===== src/include/wb_l1_params.svh =====
/*
 * Bus widths and the arbiter timeout for the shared Wishbone master
 */

`ifndef WB_L1_PARAMS_SVH
`define WB_L1_PARAMS_SVH

`define WB_L1_DATA_W 32
`define WB_L1_ADR_W 30
`define WB_L1_SEL_W 4
// Cycles without ack or err before the arbiter gives up
`define WB_L1_BUS_TIMEOUT 64

`endif


===== src/logic/wb_l1_pkg.sv =====
/*
 * Shared types of the L1 bus wrapper
 * Address, data and select vectors, access size codes,
 * requester and arbiter state enums
 */

`include "wb_l1_params.svh"

package wb_l1_pkg;

    // Byte address as issued by the core
    typedef logic [31:0] byte_addr_t;

    // Wishbone word address, data and select
    typedef logic [`WB_L1_ADR_W-1:0] wb_adr_t;
    typedef logic [`WB_L1_DATA_W-1:0] word_t;
    typedef logic [`WB_L1_SEL_W-1:0] sel_t;

    // Load/store access size, RISC-V funct3[1:0] encoding
    typedef logic [1:0] access_size_t;
    localparam access_size_t SIZE_BYTE = 2'b00;
    localparam access_size_t SIZE_HALF = 2'b01;
    localparam access_size_t SIZE_WORD = 2'b10;

    typedef enum logic [1:0] {
        PORT_IDLE = 2'b00,
        PORT_BUS  = 2'b01,
        PORT_RESP = 2'b10
    } port_state_t;

    typedef enum logic {
        ARB_IDLE  = 1'b0,
        ARB_CYCLE = 1'b1
    } arb_state_t;

endpackage


===== src/logic/fetch_port.sv =====
/*
 * Instruction fetch requester
 * Holds one word read toward the arbiter and returns it to the core
 */

`timescale 1ns/1ps

module fetch_port (
    input  logic                   clk,
    input  logic                   rst,

    input  logic                   if_req,
    input  wb_l1_pkg::byte_addr_t  if_addr,
    output logic                   if_busy,
    output logic                   if_rsp_valid,
    output wb_l1_pkg::word_t       if_rsp_data,
    output logic                   if_rsp_err,

    output logic                   bus_req,
    output wb_l1_pkg::wb_adr_t     bus_adr,
    input  logic                   bus_done,
    input  wb_l1_pkg::word_t       bus_rdata,
    input  logic                   bus_err
);

    wb_l1_pkg::port_state_t state;

    always_ff @(posedge clk) begin
        if (rst) begin
            state <= wb_l1_pkg::PORT_IDLE;
        end else begin
            case (state)
                wb_l1_pkg::PORT_IDLE: if (if_req) state <= wb_l1_pkg::PORT_BUS;
                wb_l1_pkg::PORT_BUS:  if (bus_done) state <= wb_l1_pkg::PORT_RESP;
                default:              state <= wb_l1_pkg::PORT_IDLE;
            endcase
        end
    end

    // Fetches are word aligned, low address bits are ignored
    always_ff @(posedge clk) begin
        if (state == wb_l1_pkg::PORT_IDLE && if_req) begin
            bus_adr <= if_addr[31:2];
        end
        if (bus_done) begin
            if_rsp_data <= bus_rdata;
            if_rsp_err <= bus_err;
        end
    end

    assign bus_req = (state == wb_l1_pkg::PORT_BUS);
    assign if_busy = (state != wb_l1_pkg::PORT_IDLE);
    assign if_rsp_valid = (state == wb_l1_pkg::PORT_RESP);

    // Arbiter only answers a request that is still pending
    done_needs_req: assert property (@(posedge clk) disable iff (rst)
        bus_done |-> bus_req);

endmodule


===== src/logic/data_port.sv =====
/*
 * Load/store requester
 * Lane selection and store data replication, misalignment check,
 * load lane extraction with sign or zero extension
 */

`timescale 1ns/1ps

module data_port (
    input  logic                     clk,
    input  logic                     rst,

    input  logic                     ls_req,
    input  wb_l1_pkg::byte_addr_t    ls_addr,
    input  logic                     ls_we,
    input  wb_l1_pkg::access_size_t  ls_size,
    input  logic                     ls_unsigned,
    input  wb_l1_pkg::word_t         ls_wdata,
    output logic                     ls_busy,
    output logic                     ls_rsp_valid,
    output wb_l1_pkg::word_t         ls_rsp_data,
    output logic                     ls_rsp_err,

    output logic                     bus_req,
    output wb_l1_pkg::wb_adr_t       bus_adr,
    output logic                     bus_we,
    output wb_l1_pkg::sel_t          bus_sel,
    output wb_l1_pkg::word_t         bus_wdata,
    input  logic                     bus_done,
    input  wb_l1_pkg::word_t         bus_rdata,
    input  logic                     bus_err
);

    wb_l1_pkg::port_state_t state;
    wb_l1_pkg::access_size_t size_r;
    wb_l1_pkg::sel_t acc_sel;
    wb_l1_pkg::word_t acc_wdata;
    wb_l1_pkg::word_t lane_data;
    wb_l1_pkg::word_t load_data;
    logic [1:0] offset_r;
    logic unsigned_r;
    logic misaligned;
    logic accept;
    logic sign_ext;

    assign accept = (state == wb_l1_pkg::PORT_IDLE) && ls_req;

    // Byte lanes and store data from size and low address bits
    always_comb begin
        acc_sel = '0;
        acc_wdata = ls_wdata;
        misaligned = 1'b0;
        case (ls_size)
            wb_l1_pkg::SIZE_BYTE: begin
                acc_sel = 4'b0001 << ls_addr[1:0];
                acc_wdata = {4{ls_wdata[7:0]}};
            end
            wb_l1_pkg::SIZE_HALF: begin
                acc_sel = 4'b0011 << ls_addr[1:0];
                acc_wdata = {2{ls_wdata[15:0]}};
                misaligned = ls_addr[0];
            end
            wb_l1_pkg::SIZE_WORD: begin
                acc_sel = 4'b1111;
                misaligned = (ls_addr[1:0] != 2'b00);
            end
            // Reserved size code
            default: misaligned = 1'b1;
        endcase
    end

    // Misaligned requests skip the bus and answer next cycle
    always_ff @(posedge clk) begin
        if (rst) begin
            state <= wb_l1_pkg::PORT_IDLE;
        end else begin
            case (state)
                wb_l1_pkg::PORT_IDLE: begin
                    if (ls_req) begin
                        state <= misaligned ? wb_l1_pkg::PORT_RESP : wb_l1_pkg::PORT_BUS;
                    end
                end
                wb_l1_pkg::PORT_BUS: if (bus_done) state <= wb_l1_pkg::PORT_RESP;
                default:             state <= wb_l1_pkg::PORT_IDLE;
            endcase
        end
    end

    // Shift addressed lanes down, then extend
    always_comb begin
        lane_data = bus_rdata >> {offset_r, 3'b000};
        sign_ext = ~unsigned_r;
        case (size_r)
            wb_l1_pkg::SIZE_BYTE: load_data = {{24{sign_ext & lane_data[7]}}, lane_data[7:0]};
            wb_l1_pkg::SIZE_HALF: load_data = {{16{sign_ext & lane_data[15]}}, lane_data[15:0]};
            default:              load_data = lane_data;
        endcase
    end

    always_ff @(posedge clk) begin
        if (accept) begin
            bus_adr <= ls_addr[31:2];
            bus_we <= ls_we;
            bus_sel <= acc_sel;
            bus_wdata <= acc_wdata;
            size_r <= ls_size;
            offset_r <= ls_addr[1:0];
            unsigned_r <= ls_unsigned;
            ls_rsp_data <= '0;
            ls_rsp_err <= misaligned;
        end
        if (bus_done) begin
            // Stores answer with zero data
            ls_rsp_data <= bus_we ? '0 : load_data;
            ls_rsp_err <= bus_err;
        end
    end

    assign bus_req = (state == wb_l1_pkg::PORT_BUS);
    assign ls_busy = (state != wb_l1_pkg::PORT_IDLE);
    assign ls_rsp_valid = (state == wb_l1_pkg::PORT_RESP);

    sel_nonzero: assert property (@(posedge clk) disable iff (rst)
        bus_req |-> (bus_sel != '0));

endmodule


===== src/logic/wb_arbiter.sv =====
/*
 * Round-robin arbiter onto one Wishbone classic master
 * Registered bus outputs, one single cycle at a time,
 * timeout on a silent slave
 */

`timescale 1ns/1ps
`include "wb_l1_params.svh"

module wb_arbiter (
    input  logic                 clk,
    input  logic                 rst,

    input  logic                 if_bus_req,
    input  wb_l1_pkg::wb_adr_t   if_bus_adr,
    output logic                 if_bus_done,

    input  logic                 ls_bus_req,
    input  wb_l1_pkg::wb_adr_t   ls_bus_adr,
    input  logic                 ls_bus_we,
    input  wb_l1_pkg::sel_t      ls_bus_sel,
    input  wb_l1_pkg::word_t     ls_bus_wdata,
    output logic                 ls_bus_done,

    output wb_l1_pkg::word_t     bus_rdata,
    output logic                 bus_err,

    output wb_l1_pkg::wb_adr_t   wb_adr,
    output wb_l1_pkg::word_t     wb_dat_w,
    output wb_l1_pkg::sel_t      wb_sel,
    output logic                 wb_cyc,
    output logic                 wb_stb,
    output logic                 wb_we,
    input  wb_l1_pkg::word_t     wb_dat_r,
    input  logic                 wb_ack,
    input  logic                 wb_err
);

    localparam int CNT_W = $clog2(`WB_L1_BUS_TIMEOUT);

    wb_l1_pkg::arb_state_t state;
    logic [CNT_W-1:0] wait_cnt;
    logic owner_ls;
    logic if_want;
    logic ls_want;
    logic grant_ls;
    logic timeout;
    logic cycle_end;

    // A requester still sees its own done pulse, so it is not pending then
    assign if_want = if_bus_req & ~if_bus_done;
    assign ls_want = ls_bus_req & ~ls_bus_done;

    // owner_ls doubles as the last-grant bit
    assign grant_ls = ls_want & (~if_want | ~owner_ls);

    assign timeout = (wait_cnt == CNT_W'(`WB_L1_BUS_TIMEOUT - 1));
    assign cycle_end = wb_ack | wb_err | timeout;

    always_ff @(posedge clk) begin
        if (rst) begin
            state <= wb_l1_pkg::ARB_IDLE;
            owner_ls <= 1'b0;
            wait_cnt <= '0;
            wb_cyc <= 1'b0;
            wb_stb <= 1'b0;
            if_bus_done <= 1'b0;
            ls_bus_done <= 1'b0;
        end else begin
            if_bus_done <= 1'b0;
            ls_bus_done <= 1'b0;
            case (state)
                wb_l1_pkg::ARB_IDLE: begin
                    wait_cnt <= '0;
                    if (if_want | ls_want) begin
                        state <= wb_l1_pkg::ARB_CYCLE;
                        owner_ls <= grant_ls;
                        wb_cyc <= 1'b1;
                        wb_stb <= 1'b1;
                    end
                end
                default: begin
                    wait_cnt <= wait_cnt + 1'b1;
                    if (cycle_end) begin
                        state <= wb_l1_pkg::ARB_IDLE;
                        wb_cyc <= 1'b0;
                        wb_stb <= 1'b0;
                        if_bus_done <= ~owner_ls;
                        ls_bus_done <= owner_ls;
                    end
                end
            endcase
        end
    end

    // Winner fields and returned data
    always_ff @(posedge clk) begin
        if (state == wb_l1_pkg::ARB_IDLE && (if_want | ls_want)) begin
            if (grant_ls) begin
                wb_adr <= ls_bus_adr;
                wb_dat_w <= ls_bus_wdata;
                wb_sel <= ls_bus_sel;
                wb_we <= ls_bus_we;
            end else begin
                // Fetch is always a full word read
                wb_adr <= if_bus_adr;
                wb_dat_w <= '0;
                wb_sel <= '1;
                wb_we <= 1'b0;
            end
        end
        if (state == wb_l1_pkg::ARB_CYCLE && cycle_end) begin
            bus_rdata <= wb_dat_r;
            bus_err <= wb_err | (timeout & ~wb_ack);
        end
    end

    cyc_eq_stb: assert property (@(posedge clk) disable iff (rst)
        wb_cyc == wb_stb);

    // Master holds the cycle until the slave answers
    master_stable: assert property (@(posedge clk) disable iff (rst)
        (wb_cyc && !wb_ack && !wb_err && !timeout) |=>
            (wb_cyc && $stable(wb_adr) && $stable(wb_dat_w)
             && $stable(wb_sel) && $stable(wb_we)));

endmodule


===== src/logic/l1_bus_wrapper.sv =====
/*
 * Top of the shared instruction and data bus
 * Fetch and load/store requesters merged onto one Wishbone master
 */

`timescale 1ns/1ps

module l1_bus_wrapper (
    input  logic                     clk,
    input  logic                     rst,

    // Instruction fetch
    input  logic                     if_req,
    input  wb_l1_pkg::byte_addr_t    if_addr,
    output logic                     if_busy,
    output logic                     if_rsp_valid,
    output wb_l1_pkg::word_t         if_rsp_data,
    output logic                     if_rsp_err,

    // Load/store
    input  logic                     ls_req,
    input  wb_l1_pkg::byte_addr_t    ls_addr,
    input  logic                     ls_we,
    input  wb_l1_pkg::access_size_t  ls_size,
    input  logic                     ls_unsigned,
    input  wb_l1_pkg::word_t         ls_wdata,
    output logic                     ls_busy,
    output logic                     ls_rsp_valid,
    output wb_l1_pkg::word_t         ls_rsp_data,
    output logic                     ls_rsp_err,

    // Wishbone classic master
    output wb_l1_pkg::wb_adr_t       wb_adr,
    output wb_l1_pkg::word_t         wb_dat_w,
    output wb_l1_pkg::sel_t          wb_sel,
    output logic                     wb_cyc,
    output logic                     wb_stb,
    output logic                     wb_we,
    input  wb_l1_pkg::word_t         wb_dat_r,
    input  logic                     wb_ack,
    input  logic                     wb_err
);

    logic if_bus_req;
    wb_l1_pkg::wb_adr_t if_bus_adr;
    logic if_bus_done;

    logic ls_bus_req;
    wb_l1_pkg::wb_adr_t ls_bus_adr;
    logic ls_bus_we;
    wb_l1_pkg::sel_t ls_bus_sel;
    wb_l1_pkg::word_t ls_bus_wdata;
    logic ls_bus_done;

    // Shared return path, qualified by each done pulse
    wb_l1_pkg::word_t bus_rdata;
    logic bus_err;

    fetch_port u_fetch_port (
        .clk          (clk),
        .rst          (rst),
        .if_req       (if_req),
        .if_addr      (if_addr),
        .if_busy      (if_busy),
        .if_rsp_valid (if_rsp_valid),
        .if_rsp_data  (if_rsp_data),
        .if_rsp_err   (if_rsp_err),
        .bus_req      (if_bus_req),
        .bus_adr      (if_bus_adr),
        .bus_done     (if_bus_done),
        .bus_rdata    (bus_rdata),
        .bus_err      (bus_err)
    );

    data_port u_data_port (
        .clk          (clk),
        .rst          (rst),
        .ls_req       (ls_req),
        .ls_addr      (ls_addr),
        .ls_we        (ls_we),
        .ls_size      (ls_size),
        .ls_unsigned  (ls_unsigned),
        .ls_wdata     (ls_wdata),
        .ls_busy      (ls_busy),
        .ls_rsp_valid (ls_rsp_valid),
        .ls_rsp_data  (ls_rsp_data),
        .ls_rsp_err   (ls_rsp_err),
        .bus_req      (ls_bus_req),
        .bus_adr      (ls_bus_adr),
        .bus_we       (ls_bus_we),
        .bus_sel      (ls_bus_sel),
        .bus_wdata    (ls_bus_wdata),
        .bus_done     (ls_bus_done),
        .bus_rdata    (bus_rdata),
        .bus_err      (bus_err)
    );

    wb_arbiter u_wb_arbiter (
        .clk          (clk),
        .rst          (rst),
        .if_bus_req   (if_bus_req),
        .if_bus_adr   (if_bus_adr),
        .if_bus_done  (if_bus_done),
        .ls_bus_req   (ls_bus_req),
        .ls_bus_adr   (ls_bus_adr),
        .ls_bus_we    (ls_bus_we),
        .ls_bus_sel   (ls_bus_sel),
        .ls_bus_wdata (ls_bus_wdata),
        .ls_bus_done  (ls_bus_done),
        .bus_rdata    (bus_rdata),
        .bus_err      (bus_err),
        .wb_adr       (wb_adr),
        .wb_dat_w     (wb_dat_w),
        .wb_sel       (wb_sel),
        .wb_cyc       (wb_cyc),
        .wb_stb       (wb_stb),
        .wb_we        (wb_we),
        .wb_dat_r     (wb_dat_r),
        .wb_ack       (wb_ack),
        .wb_err       (wb_err)
    );

endmodule


===== config.mk =====
export PLATFORM = sky130hd
export DESIGN_NAME = l1_bus_wrapper
export DESIGN_NICKNAME = d
export VERILOG_FILES = /design/src/logic/wb_l1_pkg.sv /design/src/logic/fetch_port.sv /design/src/logic/data_port.sv /design/src/logic/wb_arbiter.sv /design/src/logic/l1_bus_wrapper.sv
export VERILOG_INCLUDE_DIRS = /design/src /design/src/include
export SDC_FILE = /design/constraint.sdc
export NUM_CORES = 1
export LEC_CHECK = 0
export BUFFER_PORTS_ARGS = -buffer_cell sky130_fd_sc_hd__buf_2
export CORE_UTILIZATION = 53
export DETAILED_ROUTE_END_ITERATION = 8
export PLACE_DENSITY = 0.87
export SLEW_MARGIN = 15
export SYNTH_ARGS = -nofsm -noshare
export SYNTH_HDL_FRONTEND = slang
export SYNTH_SLANG_ARGS = --single-unit

===== constraint.sdc =====
create_clock -name clk -period 5.9 [get_ports clk]
set_clock_uncertainty 0.1 [all_clocks]
set_input_delay 0.885 -clock clk [delete_from_list [all_inputs] [get_ports clk]]
set_output_delay 0.885 -clock clk [all_outputs]
set_load 0.01 [all_outputs]

==> results.txt <==
Via density -> 5.32
syn_nets -> 736
register area -> 0.00835 sq mm
Detailed Routing Iterations Pass 1 -> 4
Fin. Hold Viols -> 0
CP Max Fanout -> 22
CP Launch Type -> flop
H-tree level count -> 1
Critical Path RT -> 6050 ps
Detailed Route Iter0 Violations -> 333
cell taking the most area after synthesis -> edfxtp_1
worst skew pair latency -> 530 ps
ys async rst share -> 0
kind of end point of the critical path -> flop
Top FF cell, synth -> edfxtp_1
fmax -> 0.388 GHz
Seq/Total Area, Yosys -> 0.782
RSZ-0062 raised after global routing -> no
chip height -> 144 um
Slew Limit Fails -> 0
Multi-input gate area -> 0.00217 sq mm
share of cells above drive strength 1 -> 0.416
Worst slew margin -> 0.287
critical path launch point -> u_data_port.offset_r[1]
Total Wirelength -> 22400 um
switch share -> 0.225
hold_sp -> u_wb_arbiter.bus_rdata[9]
Hold Crit Class -> reg2reg
Port Buffers -> 274
first-pass GRT wire length -> 32700 um
Internal -> 0.00340 W
outcome -> complete, no violations
drt wl/cell -> 19.3 um
initial antenna violation count -> 2
syn avg cell area -> 17.9 sq um
floorplan core area -> 0.0196 sq mm
total of max-cap violations -> 0
fin nets -> 1014
number of synthesized register bits -> 283
TNS Setup -> 0 ps
R2R Path Start -> u_data_port.offset_r[1]
largest net degree at the start of global routing -> 73
top-area cell type share of the netlist area -> 0.754
worst vdd ir -> 0.327 mV
CTS clock-pin slew for the worst setup and hold paths -> 60 ps
Final Cycle Share -> 0.437
leakage -> 4.98 nW
post-detail-place hpwl -> 14900 um
EDFF count, synth -> 268
ANT nets after route -> 0
TritonCTS clock tree -> built
Area contributors post-synth -> edfxtp_1, mux2_1, mux2_2, dfxtp_1, mux2i_1
Fill cells -> 1294
final core occ -> 0.669
I/O Pins -> 277
Crit Path Class -> reg2reg
placed cell count -> 1111
GRT Overall Usage -> 0.214
synthesized instance count -> 597
Netlist cell types -> 46
post-CTS sizing -> 0
CTS root buffer -> clkbuf_16
Rows -> 51
vias in the first global route -> 6049
Design Power -> 0.00438 W
DR DRC count -> 0
worst endpoint data arrival time -> 2730 ps
# Post-CTS Setup Buffers -> 0
final setup fails -> 0
Die X -> 144 um
Die ar. -> 0.0207 sq mm
Layout Cells excl Fill -> 1158
Comb pwr share -> 0.088
routability cong. -> 0.862
clock sinks -> 283
initial core utilization -> 0.545
Bufs on Longest Clock Path -> 3
Tightest Pin Transition -> 1070 ps
yosys warns -> 0
GRT Residual Overflow -> 0
vias -> 6163
cell area after synthesis -> 0.0107 sq mm
pwr dens -> 335 mW/mm^2
clock power share -> 0.355
Final Critical Period -> 2580 ps
P_sw -> 0.000987 W
commonest cells in the netlist -> edfxtp_1, and2_1, mux2_1, mux2_2, mux2i_1
TritonCTS Buffers -> 27
Syn-to-layout area delta -> 22.7%
most frequent cell after synthesis -> edfxtp_1
Sequential Power Share -> 0.556
hold buffers post-CTS -> 0
## worst max-delay path: stages (launching register included)
cell and delay, ps:
edfxtp_1 1050, nor2b_1 260, a22o_1 700, o31ai_1 180
## flip-flops by register name, summed over array words and instances (netlist names), 6 cells and up
name	flops
u_data_port.ls_rsp_data	32
u_data_port.bus_adr	30
u_wb_arbiter.bus_rdata	32
u_fetch_port.bus_adr	30
u_data_port.bus_wdata	32
u_wb_arbiter.wb_dat_w	32
u_wb_arbiter.wb_adr	30
u_wb_arbiter.wait_cnt	6
u_fetch_port.if_rsp_data	32
## logic make-up (layout without fill, tap and decap cells)
group / Yosys count / after routing / share of synthesized area
flops: 283 / 283 / 0.782
simple gates: 121 / 121 / 0.0615
mux: 84 / 84 / 0.0872
compound gates: 64 / 64 / 0.0479
buf+inv: 41 / 336 / 0.0180
xor+xnor: 3 / 3 / 0.00246
fa+ha+maj: 1 / 1 / 0.00117
other cells: 0 / 1 / 0
## per-stage QoR
stage / cell area [sq um] / hold slack (ps) / worst slack, ps
5_1_grt: 13100 / 360 / 3120
2_1_floorplan: 10700 / 318 / 619
3_5_place_dp: 12300 / 330 / 3210
6_report: 13100 / 340 / 3320
3_3_place_gp: 12300 / 328 / 3250
4_1_cts: 13100 / 344 / 3240
## per-layer routing
layer	GRT usage	wire length [um]	vias up
met3	0.0746	2380	45
met1	0.245	8250	2923
li1	-	-	2849
met4	0.0700	568	2
met2	0.375	11200	344
met5	0	13	-
## cells in the final DEF, fill, tap and decap left out, types with 9 or more instances in the layout
master | Yosys | layout
buf_2 | 13 | 274
edfxtp_1 | 268 | 268
and2_1 | 33 | 33
mux2_2 | 31 | 31
mux2_1 | 31 | 31
clkbuf_16 | 0 | 27
mux2i_1 | 21 | 21
nand2_1 | 20 | 20
nor2_1 | 19 | 16
dfxtp_1 | 15 | 15
o21ai_0 | 13 | 13
nor3_1 | 11 | 11
o31ai_1 | 10 | 10
nand3_1 | 10 | 10
o31ai_2 | 10 | 10
inv_1 | 10 | 9
## worst paths after layout
path,slack [ps],to,depth (start not counted)
worst max-delay path,3320,u_data_port.ls_rsp_data[31],3
worst max register to register,3320,u_data_port.ls_rsp_data[31],3
worst min register to register,340,u_fetch_port.if_rsp_data[9],0
worst min-delay path,340,u_fetch_port.if_rsp_data[9],0
## area by class of cell
cell class	instances	share of cell area
sequential	283	0.637
timing repair buffer	280	0.108
multi-input combinational	273	0.166
antenna	1	0.000191
inverter	10	0.00287
tap	265	0.0253
clock inverter	10	0.00506
clock buffer	36	0.0557
## power groups by stage
| stage | Sequential (W) | Clock (W) | Combinational [W] |
|---|---|---|---|
| after global routing | 0.00245 | 0.00165 | 0.000421 |
| after detailed placement | 0.00248 | 0 | 0.000388 |
| after floorplan | 0.00251 | 0 | 0.000170 |
| final | 0.00244 | 0.00156 | 0.000387 |
| after global placement | 0.00247 | 0 | 0.000378 |
| after CTS | 0.00244 | 0.00159 | 0.000391 |
Note: power is estimated with default switching activity, not from simulation.
